**config.mk**
```make
export PLATFORM = sky130hd
export DESIGN_NAME = transfer_controller
export DESIGN_NICKNAME = d
export VERILOG_FILES = /design/src/logic/xfer_pkg.sv /design/src/logic/weight_loader.sv /design/src/logic/tile_sequencer.sv /design/src/logic/input_loader.sv /design/src/logic/dma_request_mux.sv /design/src/logic/transfer_controller.sv
export SDC_FILE = /design/constraint.sdc
export NUM_CORES = 2
export LEC_CHECK = 0
export BUFFER_PORTS_ARGS = -buffer_cell sky130_fd_sc_hd__buf_2
export CORE_MARGIN = 10
export CORE_UTILIZATION = 45
export CTS_BUF_LIST = sky130_fd_sc_hd__clkbuf_4
export CTS_CLUSTER_DIAMETER = 100
export DETAILED_ROUTE_END_ITERATION = 10
export PLACE_DENSITY = 0.74
export SKIP_CTS_REPAIR_TIMING = 1
export SLEW_MARGIN = 20
export SYNTH_ARGS = -nofsm -noshare
export SYNTH_HDL_FRONTEND = slang
export SYNTH_SLANG_ARGS = --single-unit
```
**constraint.sdc**
```tcl
create_clock -name clk -period 11.2 [get_ports clk]
set_input_delay 1.68 -clock clk [delete_from_list [all_inputs] [get_ports clk]]
set_output_delay 1.68 -clock clk [all_outputs]
set_load 0.05 [all_outputs]
```
**src/logic/xfer_pkg.sv**
```systemverilog
package xfer_pkg;

	// byte address on the DRAM side
	typedef logic [31:0] dram_addr_t;
	// filter slot in the upper 6 bits, channel in the lower 7
	typedef logic [12:0] weight_sram_addr_t;
	// tile row in the upper 6 bits, column word in the lower 7
	typedef logic [12:0] input_sram_addr_t;
	// bank bit on top, word below
	typedef logic [7:0] buf_addr_t;
	typedef logic [9:0] map_dim_t;
	typedef logic [5:0] tile_len_t;
	typedef logic [9:0] filter_cnt_t;

	typedef enum logic [2:0] {
		wt_idle,
		wt_group,
		wt_load,
		wt_wait,
		wt_pass,
		wt_finished
	} weight_state_t;

	typedef enum logic [2:0] {
		in_idle,
		in_setup,
		in_request,
		in_dma_wait,
		in_copy_wait,
		in_compute_wait,
		in_next_tile
	} input_state_t;

	// word offset of the filter weights in DRAM
	localparam int weight_base = 'h100000;
	localparam int tile_span = 52;
	localparam int tile_step = 50;
	localparam int filter_group = 32;
	// 3x3 kernel
	localparam int kernel_area = 9;
	localparam int addr_shift = 2;
	localparam int sram_col_bits = 7;

endpackage

```
**src/logic/weight_loader.sv**
```systemverilog
`timescale 1ns/1ps

module weight_loader (
	input  logic                          clk,
	input  logic                          rst,
	input  logic                          run,
	input  xfer_pkg::filter_cnt_t         kernel_num,
	input  xfer_pkg::map_dim_t            channel,
	input  logic                          dma_done,
	input  logic                          pass_done,
	output logic                          weight_req,
	output xfer_pkg::dram_addr_t          weight_dram_start,
	output xfer_pkg::dram_addr_t          weight_dram_end,
	output xfer_pkg::weight_sram_addr_t   weight_sram_start,
	output xfer_pkg::weight_sram_addr_t   weight_sram_end,
	output logic                          pass_start,
	output logic                          done
);
	import xfer_pkg::*;

	weight_state_t state;
	filter_cnt_t group_base;
	logic [5:0] slot;
	filter_cnt_t filter_idx;
	dram_addr_t filter_len;
	dram_addr_t filter_word;
	map_dim_t chan_last;
	logic slot_last;
	logic group_last;

	// global filter index of the current slot
	assign filter_idx = group_base + filter_cnt_t'(slot);
	assign filter_len = dram_addr_t'(kernel_area) * dram_addr_t'(channel);
	assign filter_word = dram_addr_t'(weight_base) + dram_addr_t'(filter_idx) * filter_len;

	assign weight_dram_start = filter_word << addr_shift;
	assign weight_dram_end = (filter_word + filter_len - 32'd1) << addr_shift;

	// one SRAM row per filter, one word per channel
	assign chan_last = channel - map_dim_t'(1);
	assign weight_sram_start = {slot, {sram_col_bits{1'b0}}};
	assign weight_sram_end = {slot, chan_last[sram_col_bits-1:0]};

	// group ends at slot 31 or at the last filter overall
	assign slot_last = (int'(filter_idx) + 1 >= int'(kernel_num)) ||
		(int'(slot) == filter_group - 1);
	assign group_last = int'(group_base) + filter_group >= int'(kernel_num);

	assign weight_req = (state == wt_load);
	assign done = (state == wt_finished);

	always_ff @(posedge clk, posedge rst)
	begin
		if (rst)
		begin
			state <= wt_idle;
			group_base <= '0;
			slot <= '0;
			pass_start <= 1'b0;
		end
		else
		begin
			pass_start <= 1'b0;
			case (state)
				wt_idle:
				begin
					if (run)
					begin
						group_base <= '0;
						state <= wt_group;
					end
				end
				wt_group:
				begin
					slot <= '0;
					state <= wt_load;
				end
				wt_load:
					state <= wt_wait;
				wt_wait:
				begin
					if (dma_done)
					begin
						if (slot_last)
						begin
							pass_start <= 1'b1;
							state <= wt_pass;
						end
						else
						begin
							slot <= slot + 6'd1;
							state <= wt_load;
						end
					end
				end
				wt_pass:
				begin
					// input side walks every tile for this group
					if (pass_done)
					begin
						if (group_last)
							state <= wt_finished;
						else
						begin
							group_base <= group_base + filter_cnt_t'(filter_group);
							state <= wt_group;
						end
					end
				end
				wt_finished:
					state <= wt_finished;
				default:
					state <= wt_idle;
			endcase
		end
	end

endmodule

```
**src/logic/tile_sequencer.sv**
```systemverilog
`timescale 1ns/1ps

module tile_sequencer (
	input  logic                  clk,
	input  logic                  rst,
	input  xfer_pkg::map_dim_t    map_size,
	input  logic                  tile_restart,
	input  logic                  tile_next,
	output xfer_pkg::map_dim_t    tile_col,
	output xfer_pkg::map_dim_t    tile_row,
	output xfer_pkg::tile_len_t   col_length,
	output xfer_pkg::tile_len_t   row_length,
	output logic                  tile_last
);
	import xfer_pkg::*;

	logic col_last;
	logic row_last;

	// a tile reaching the map edge is the last in its direction
	assign col_last = int'(tile_col) + tile_span >= int'(map_size);
	assign row_last = int'(tile_row) + tile_span >= int'(map_size);

	assign col_length = col_last ? tile_len_t'(map_size - tile_col) : tile_len_t'(tile_span);
	assign row_length = row_last ? tile_len_t'(map_size - tile_row) : tile_len_t'(tile_span);

	assign tile_last = col_last && row_last;

	always_ff @(posedge clk, posedge rst)
	begin
		if (rst)
		begin
			tile_col <= '0;
			tile_row <= '0;
		end
		else if (tile_restart)
		begin
			tile_col <= '0;
			tile_row <= '0;
		end
		else if (tile_next)
		begin
			// row-major walk, tiles overlap by two pixels
			if (col_last)
			begin
				tile_col <= '0;
				tile_row <= tile_row + map_dim_t'(tile_step);
			end
			else
				tile_col <= tile_col + map_dim_t'(tile_step);
		end
	end

endmodule

```
**src/logic/input_loader.sv**
```systemverilog
`timescale 1ns/1ps

module input_loader (
	input  logic                         clk,
	input  logic                         rst,
	input  xfer_pkg::map_dim_t           channel,
	input  xfer_pkg::map_dim_t           map_size,
	input  logic                         pass_start,
	input  logic                         dma_done,
	input  logic                         buffer2sram_done,
	input  logic                         tile_done,
	input  xfer_pkg::map_dim_t           tile_col,
	input  xfer_pkg::map_dim_t           tile_row,
	input  xfer_pkg::tile_len_t          col_length,
	input  xfer_pkg::tile_len_t          row_length,
	input  logic                         tile_last,
	output logic                         input_req,
	output xfer_pkg::dram_addr_t         input_dram_start,
	output xfer_pkg::dram_addr_t         input_dram_end,
	output xfer_pkg::buf_addr_t          buf_addr_start,
	output xfer_pkg::buf_addr_t          buf_addr_end,
	output xfer_pkg::input_sram_addr_t   input_sram_addr_start,
	output logic                         buffer2sram_start,
	output logic                         compute_run,
	output xfer_pkg::map_dim_t           cur_channel,
	output xfer_pkg::tile_len_t          row_end,
	output xfer_pkg::tile_len_t          col_end,
	output logic                         tile_restart,
	output logic                         tile_next,
	output logic                         pass_done
);
	import xfer_pkg::*;

	input_state_t state;
	logic bank;
	tile_len_t row_off;
	map_dim_t cur_row;
	dram_addr_t plane_words;
	dram_addr_t row_word;
	logic [6:0] buf_word_last;
	logic row_last;
	logic chan_last;

	// absolute map row of the row being loaded
	assign cur_row = tile_row + map_dim_t'(row_off);
	assign plane_words = dram_addr_t'(map_size) * dram_addr_t'(map_size);
	assign row_word = dram_addr_t'(cur_channel) * plane_words +
		dram_addr_t'(cur_row) * dram_addr_t'(map_size) + dram_addr_t'(tile_col);

	assign input_dram_start = row_word << addr_shift;
	assign input_dram_end = (row_word + dram_addr_t'(col_length) - 32'd1) << addr_shift;

	// four pixels per buffer word
	assign buf_word_last = {3'b000, col_length[5:2]} - 7'd1;

	assign row_last = (row_off == row_length - tile_len_t'(1));
	assign chan_last = (cur_channel == channel - map_dim_t'(1));

	assign input_req = (state == in_request);
	assign tile_restart = (state == in_setup);
	assign tile_next = (state == in_next_tile);

	always_ff @(posedge clk, posedge rst)
	begin
		if (rst)
		begin
			state <= in_idle;
			// toggled before first use, so bank 0 goes first
			bank <= 1'b1;
			row_off <= '0;
			cur_channel <= '0;
			buf_addr_start <= '0;
			buf_addr_end <= '0;
			input_sram_addr_start <= '0;
			buffer2sram_start <= 1'b0;
			compute_run <= 1'b0;
			row_end <= '0;
			col_end <= '0;
			pass_done <= 1'b0;
		end
		else
		begin
			buffer2sram_start <= 1'b0;
			compute_run <= 1'b0;
			pass_done <= 1'b0;
			case (state)
				in_idle:
				begin
					if (pass_start)
						state <= in_setup;
				end
				in_setup, in_next_tile:
				begin
					// origin settles in the sequencer this cycle
					cur_channel <= '0;
					row_off <= '0;
					state <= in_request;
				end
				in_request:
					state <= in_dma_wait;
				in_dma_wait:
				begin
					if (dma_done)
					begin
						bank <= ~bank;
						buf_addr_start <= {~bank, 7'd0};
						buf_addr_end <= {~bank, buf_word_last};
						input_sram_addr_start <= {row_off, {sram_col_bits{1'b0}}};
						buffer2sram_start <= 1'b1;
						state <= in_copy_wait;
					end
				end
				in_copy_wait:
				begin
					if (buffer2sram_done)
					begin
						if (row_last)
						begin
							row_end <= row_length - tile_len_t'(1);
							col_end <= col_length - tile_len_t'(1);
							compute_run <= 1'b1;
							state <= in_compute_wait;
						end
						else
						begin
							row_off <= row_off + tile_len_t'(1);
							state <= in_request;
						end
					end
				end
				in_compute_wait:
				begin
					if (tile_done)
					begin
						if (!chan_last)
						begin
							cur_channel <= cur_channel + map_dim_t'(1);
							row_off <= '0;
							state <= in_request;
						end
						else if (tile_last)
						begin
							pass_done <= 1'b1;
							state <= in_idle;
						end
						else
							state <= in_next_tile;
					end
				end
				default:
					state <= in_idle;
			endcase
		end
	end

endmodule

```
**src/logic/dma_request_mux.sv**
```systemverilog
`timescale 1ns/1ps

module dma_request_mux (
	input  logic                          clk,
	input  logic                          rst,
	input  logic                          weight_req,
	input  xfer_pkg::dram_addr_t          weight_dram_start,
	input  xfer_pkg::dram_addr_t          weight_dram_end,
	input  xfer_pkg::weight_sram_addr_t   weight_sram_start,
	input  xfer_pkg::weight_sram_addr_t   weight_sram_end,
	input  logic                          input_req,
	input  xfer_pkg::dram_addr_t          input_dram_start,
	input  xfer_pkg::dram_addr_t          input_dram_end,
	output logic                          dma_start,
	output xfer_pkg::dram_addr_t          dram_addr_start,
	output xfer_pkg::dram_addr_t          dram_addr_end,
	output logic                          sram_type,
	output xfer_pkg::weight_sram_addr_t   weight_sram_addr_start,
	output xfer_pkg::weight_sram_addr_t   weight_sram_addr_end
);

	always_ff @(posedge clk, posedge rst)
	begin
		if (rst)
		begin
			dma_start <= 1'b0;
			dram_addr_start <= '0;
			dram_addr_end <= '0;
			sram_type <= 1'b0;
			weight_sram_addr_start <= '0;
			weight_sram_addr_end <= '0;
		end
		else
		begin
			dma_start <= weight_req || input_req;
			// addresses hold until the next request
			if (weight_req)
			begin
				dram_addr_start <= weight_dram_start;
				dram_addr_end <= weight_dram_end;
				sram_type <= 1'b1;
				weight_sram_addr_start <= weight_sram_start;
				weight_sram_addr_end <= weight_sram_end;
			end
			else if (input_req)
			begin
				dram_addr_start <= input_dram_start;
				dram_addr_end <= input_dram_end;
				sram_type <= 1'b0;
			end
		end
	end

endmodule

```
**src/logic/transfer_controller.sv**
```systemverilog
`timescale 1ns/1ps

module transfer_controller (
	input  logic                          clk,
	input  logic                          rst,
	input  logic                          run,
	input  xfer_pkg::filter_cnt_t         kernel_num,
	input  xfer_pkg::map_dim_t            channel,
	input  xfer_pkg::map_dim_t            map_size,
	input  logic                          dma_done,
	input  logic                          buffer2sram_done,
	input  logic                          tile_done,
	output logic                          dma_start,
	output xfer_pkg::dram_addr_t          dram_addr_start,
	output xfer_pkg::dram_addr_t          dram_addr_end,
	output logic                          sram_type,
	output xfer_pkg::weight_sram_addr_t   weight_sram_addr_start,
	output xfer_pkg::weight_sram_addr_t   weight_sram_addr_end,
	output xfer_pkg::buf_addr_t           buf_addr_start,
	output xfer_pkg::buf_addr_t           buf_addr_end,
	output xfer_pkg::input_sram_addr_t    input_sram_addr_start,
	output logic                          buffer2sram_start,
	output logic                          compute_run,
	output xfer_pkg::map_dim_t            cur_channel,
	output xfer_pkg::tile_len_t           row_end,
	output xfer_pkg::tile_len_t           col_end,
	output logic                          done
);
	import xfer_pkg::*;

	logic weight_req;
	dram_addr_t weight_dram_start;
	dram_addr_t weight_dram_end;
	weight_sram_addr_t weight_sram_start;
	weight_sram_addr_t weight_sram_end;
	logic input_req;
	dram_addr_t input_dram_start;
	dram_addr_t input_dram_end;
	logic pass_start;
	logic pass_done;
	logic tile_restart;
	logic tile_next;
	map_dim_t tile_col;
	map_dim_t tile_row;
	tile_len_t col_length;
	tile_len_t row_length;
	logic tile_last;

	// filter groups, one full tile pass per group
	weight_loader i_weight_loader (
		.clk               (clk),
		.rst               (rst),
		.run               (run),
		.kernel_num        (kernel_num),
		.channel           (channel),
		.dma_done          (dma_done),
		.pass_done         (pass_done),
		.weight_req        (weight_req),
		.weight_dram_start (weight_dram_start),
		.weight_dram_end   (weight_dram_end),
		.weight_sram_start (weight_sram_start),
		.weight_sram_end   (weight_sram_end),
		.pass_start        (pass_start),
		.done              (done)
	);

	tile_sequencer i_tile_sequencer (
		.clk          (clk),
		.rst          (rst),
		.map_size     (map_size),
		.tile_restart (tile_restart),
		.tile_next    (tile_next),
		.tile_col     (tile_col),
		.tile_row     (tile_row),
		.col_length   (col_length),
		.row_length   (row_length),
		.tile_last    (tile_last)
	);

	input_loader i_input_loader (
		.clk                   (clk),
		.rst                   (rst),
		.channel               (channel),
		.map_size              (map_size),
		.pass_start            (pass_start),
		.dma_done              (dma_done),
		.buffer2sram_done      (buffer2sram_done),
		.tile_done             (tile_done),
		.tile_col              (tile_col),
		.tile_row              (tile_row),
		.col_length            (col_length),
		.row_length            (row_length),
		.tile_last             (tile_last),
		.input_req             (input_req),
		.input_dram_start      (input_dram_start),
		.input_dram_end        (input_dram_end),
		.buf_addr_start        (buf_addr_start),
		.buf_addr_end          (buf_addr_end),
		.input_sram_addr_start (input_sram_addr_start),
		.buffer2sram_start     (buffer2sram_start),
		.compute_run           (compute_run),
		.cur_channel           (cur_channel),
		.row_end               (row_end),
		.col_end               (col_end),
		.tile_restart          (tile_restart),
		.tile_next             (tile_next),
		.pass_done             (pass_done)
	);

	// single DMA port shared by both loaders
	dma_request_mux i_dma_request_mux (
		.clk                    (clk),
		.rst                    (rst),
		.weight_req             (weight_req),
		.weight_dram_start      (weight_dram_start),
		.weight_dram_end        (weight_dram_end),
		.weight_sram_start      (weight_sram_start),
		.weight_sram_end        (weight_sram_end),
		.input_req              (input_req),
		.input_dram_start       (input_dram_start),
		.input_dram_end         (input_dram_end),
		.dma_start              (dma_start),
		.dram_addr_start        (dram_addr_start),
		.dram_addr_end          (dram_addr_end),
		.sram_type              (sram_type),
		.weight_sram_addr_start (weight_sram_addr_start),
		.weight_sram_addr_end   (weight_sram_addr_end)
	);

endmodule

```
==> impl_metrics.csv <==
group,metric,value,unit
logic_synthesis,ys_ff_latch,155,
logic_synthesis,synth_enable_flop_cells,0,
setup_path,end_kind,"flop",
placed_design,gp_congestion,0.916,
drt,drtIter0Drc,1940,
grt,grt_max_degree,98,
setup_path,cp.required,11750,ps
finish,seq_area,3880,um^2
floorplan,die_area,79200,um^2
logic_synthesis,seq_area_frac_synth,12.6,%
sta,whs,498,ps
hold_path,hp-class,"reg2reg",
logic_synthesis,synth.cell_area,30800,um^2
finish,fin_nets,4824,
drt,drtPass1Iterations,5,
setup_path,critPathKind,"in2reg",
logic_synthesis,yosys.area.top_type,"fa_1",
logic_synthesis,synth_cell_types,100,
sta,slew_headroom,27.8,%
grt,track_usage,21.4,%
drt,wl_per_cell,17.4,um
logic_synthesis,synth_area_leaders,"fa_1 (25%), ha_1 (16%), dfrtp_1 (13%)",
sta,fmax,80.3,MHz
finish,area_growth_syn_to_layout,19.8,%
clock_network,cts_htree_levels,4,
setup_path,startpoint_type,"input port",
sta,worst_slew_pin_slew,1080,ps
drt,avgViaCountPerCell,5.32,
clock_network,insertion_delay,670,ps
logic_synthesis,avgSynthCellArea,8.56,um^2
logic_synthesis,yosysMostFrequentCell,"inv_1",
sta,setup_ws,-1250,ps
finish,drive_gt1_share,21.3,%
drt,ant_nets,0,
logic_synthesis,yosys_warnings,0,
drt,vias,26000,
setup_path,crit_path_frequent_cell,"fa_1",
sta,rsz0062_at_grt,"yes",
setup_path,crit_fanout,6,
sta,fin_crit,12450,ps
status,failed_checks,"negative setup slack",
drt,drc,0,
sta,hold_violations,0,
floorplan,fp.dieH,281,um
floorplan,die_w,281,um
logic_synthesis,synth_top_cell_area_share,25.3,%
clock_network,clk_pin_slew_worst_paths,220,ps
grt,overflow,0,
sta,skew,52.1,ps
grt,antenna_found_initial,5,
clock_network,cts_sinks,155,
grt,grt_pass1_vias,26200,
logic_synthesis,syn_inst,3593,
placed_design,dp_hpwl,68200,um
setup_path,cpMaxStageDelayCell,"fa_1",
clock_network,cts_buffers,17,
setup_path,critPathMaxStageDelay,540,ps
logic_synthesis,yosys_most_used_dff,"dfrtp_1",
clock_network,cts.path.max_buffers,2,
finish,multi_input_area,25300,um^2
sta,slew_violations,0,
sta,fin_crit_sh,111,%
clock_network,cts_tree,"yes",
logic_synthesis,ys_async_sr_fraction,100,%
floorplan,rows,95,
floorplan,initial_utilization,45.6,%
finish,fillers,5952,
status,status,"finished with violations",
grt,grt_pass1_wl,138000,um
job,cap_violations,0,
drt,wl,85000,um
placed_design,numPortBuffers,156,
logic_synthesis,synth_commonest_cells,"inv_1 (658), nand2_1 (405), ha_1 (400), fa_1 (389), nor2_1 (217)",
sta,setup_violations,27,
floorplan,core,67500,um^2
clock_network,cts-root-buf,"clkbuf_4",
floorplan,io-pin-count,182,
setup_path,worstPathArrival,13010,ps
## placed cells by master (no fill, tap or decap), types with 13 or more instances in the layout
cell type  count
conb_1        28
nand2b_1      23
nor2_1       185
nor3_1        33
o21ai_2       14
ha_4          31
buf_4        314
a21o_1        60
ha_1         369
buf_2        148
inv_2         38
nor2_4        14
and2_1       177
fa_1         383
inv_1        615
nor2_2        18
o21ai_0       68
nand4_1       16
o21ai_1       16
a21oi_1      123
a211oi_1      36
buf_6         42
xor2_1        75
xnor2_1       98
nand3_1       40
dfrtp_1      154
clkbuf_4      18
o211ai_1      15
and3_1        27
o21bai_1      13
a31oi_1       16
or3_1         19
nor2b_1       16
o21a_1        43
nand2_1      386
nand2_2       13
a21oi_2       24
## critical path, delay by kind of cell
| kind | cells | cell delay [ps] |
|---|---|---|
| adder cells (fa/ha/maj) | 15 | 6870 |
| AO/OA/AOI/OAI | 15 | 2810 |
| buffers and inverters | 14 | 800 |
| XOR/XNOR | 1 | 140 |
| AND/OR/NAND/NOR | 6 | 670 |
## cell families (layout without fill, tap and decap cells)
kind of cell,Yosys count,after routing,share of synthesized area [%]
simple gates,1058,1058,16.5
buf+inv,816,1209,10.5
fa+ha+maj,791,791,41.7
compound gates,551,551,12.1
xor+xnor,197,197,5.77
flops,155,155,12.6
mux,23,23,0.810
other cells,2,30,0.0244
## final timing paths
check	from	end	slack, ps	cells after the start
max in group asynchronous	rst	i_dma_request_mux.dram_addr_end[15]	8600	3
worst max-delay path	map_size[1]	i_dma_request_mux.dram_addr_end[27]	-1250	51
worst max register to register	i_input_loader.row_off[2]	i_dma_request_mux.dram_addr_end[27]	930	41
worst min register to register	i_dma_request_mux.weight_sram_addr_end[3]	i_dma_request_mux.weight_sram_addr_end[3]	500	2
min in group asynchronous	rst	i_input_loader.buf_addr_end[7]	1190	2
worst min-delay path	i_dma_request_mux.weight_sram_addr_end[3]	i_dma_request_mux.weight_sram_addr_end[3]	500	2
## state kept, by name, indices dropped and copies added (netlist names), 3 cells and up
signal                                  cells
i_weight_loader.state                       3
i_dma_request_mux.dram_addr_end            30
i_input_loader.cur_channel                 10
i_tile_sequencer.tile_col                   9
i_input_loader.buf_addr_end                 6
i_input_loader.row_end                      6
i_input_loader.row_off                      6
i_dma_request_mux.dram_addr_start          30
i_weight_loader.slot                        6
i_dma_request_mux.weight_sram_addr_end     13
i_input_loader.col_end                      6
i_input_loader.input_sram_addr_start        6
i_weight_loader.group_base                  5
i_tile_sequencer.tile_row                   9
i_input_loader.state                        3
## area by class of cell
cell class                      count  share of cell area (%)
Antenna cell                        2                  0.0136
Timing Repair Buffer              515                    10.2
Multi-Input combinational cell   2648                    68.5
Sequential cell                   155                    10.5
Tap cell                          873                    2.96
Clock buffer                       17                   0.346
Clock inverter                     15                   0.492
Inverter                          662                    6.89
## metal layers
metal  vias to the layer above  routed length, um  global-route usage, %
met1                     12800              38600                   30.7
met4                         0               2080                   5.36
met2                       812              38600                   33.2
met3                       112               5680                   3.22
li1                      12300                  -                      -
met5                         -                  0                      0
## stage by stage
step	utilization (%)	setup WS (ps)	setup TNS, ps	instances	instance area (um^2)
after CTS	52.1	-1390	-23210	4839	35200
final	54.6	-1250	-16360	4887	36900
after global routing	54.6	-1650	-26860	4887	36900
after global placement	51.7	-1990	-43920	4807	34900
after detailed placement	51.7	-2080	-46650	4807	34900
after floorplan	-	-1650	-20930	3619	31500
Power is left out: the tool's default activity adds up to more than one toggle a clock period on the data nets, which glitch-free logic cannot reach.
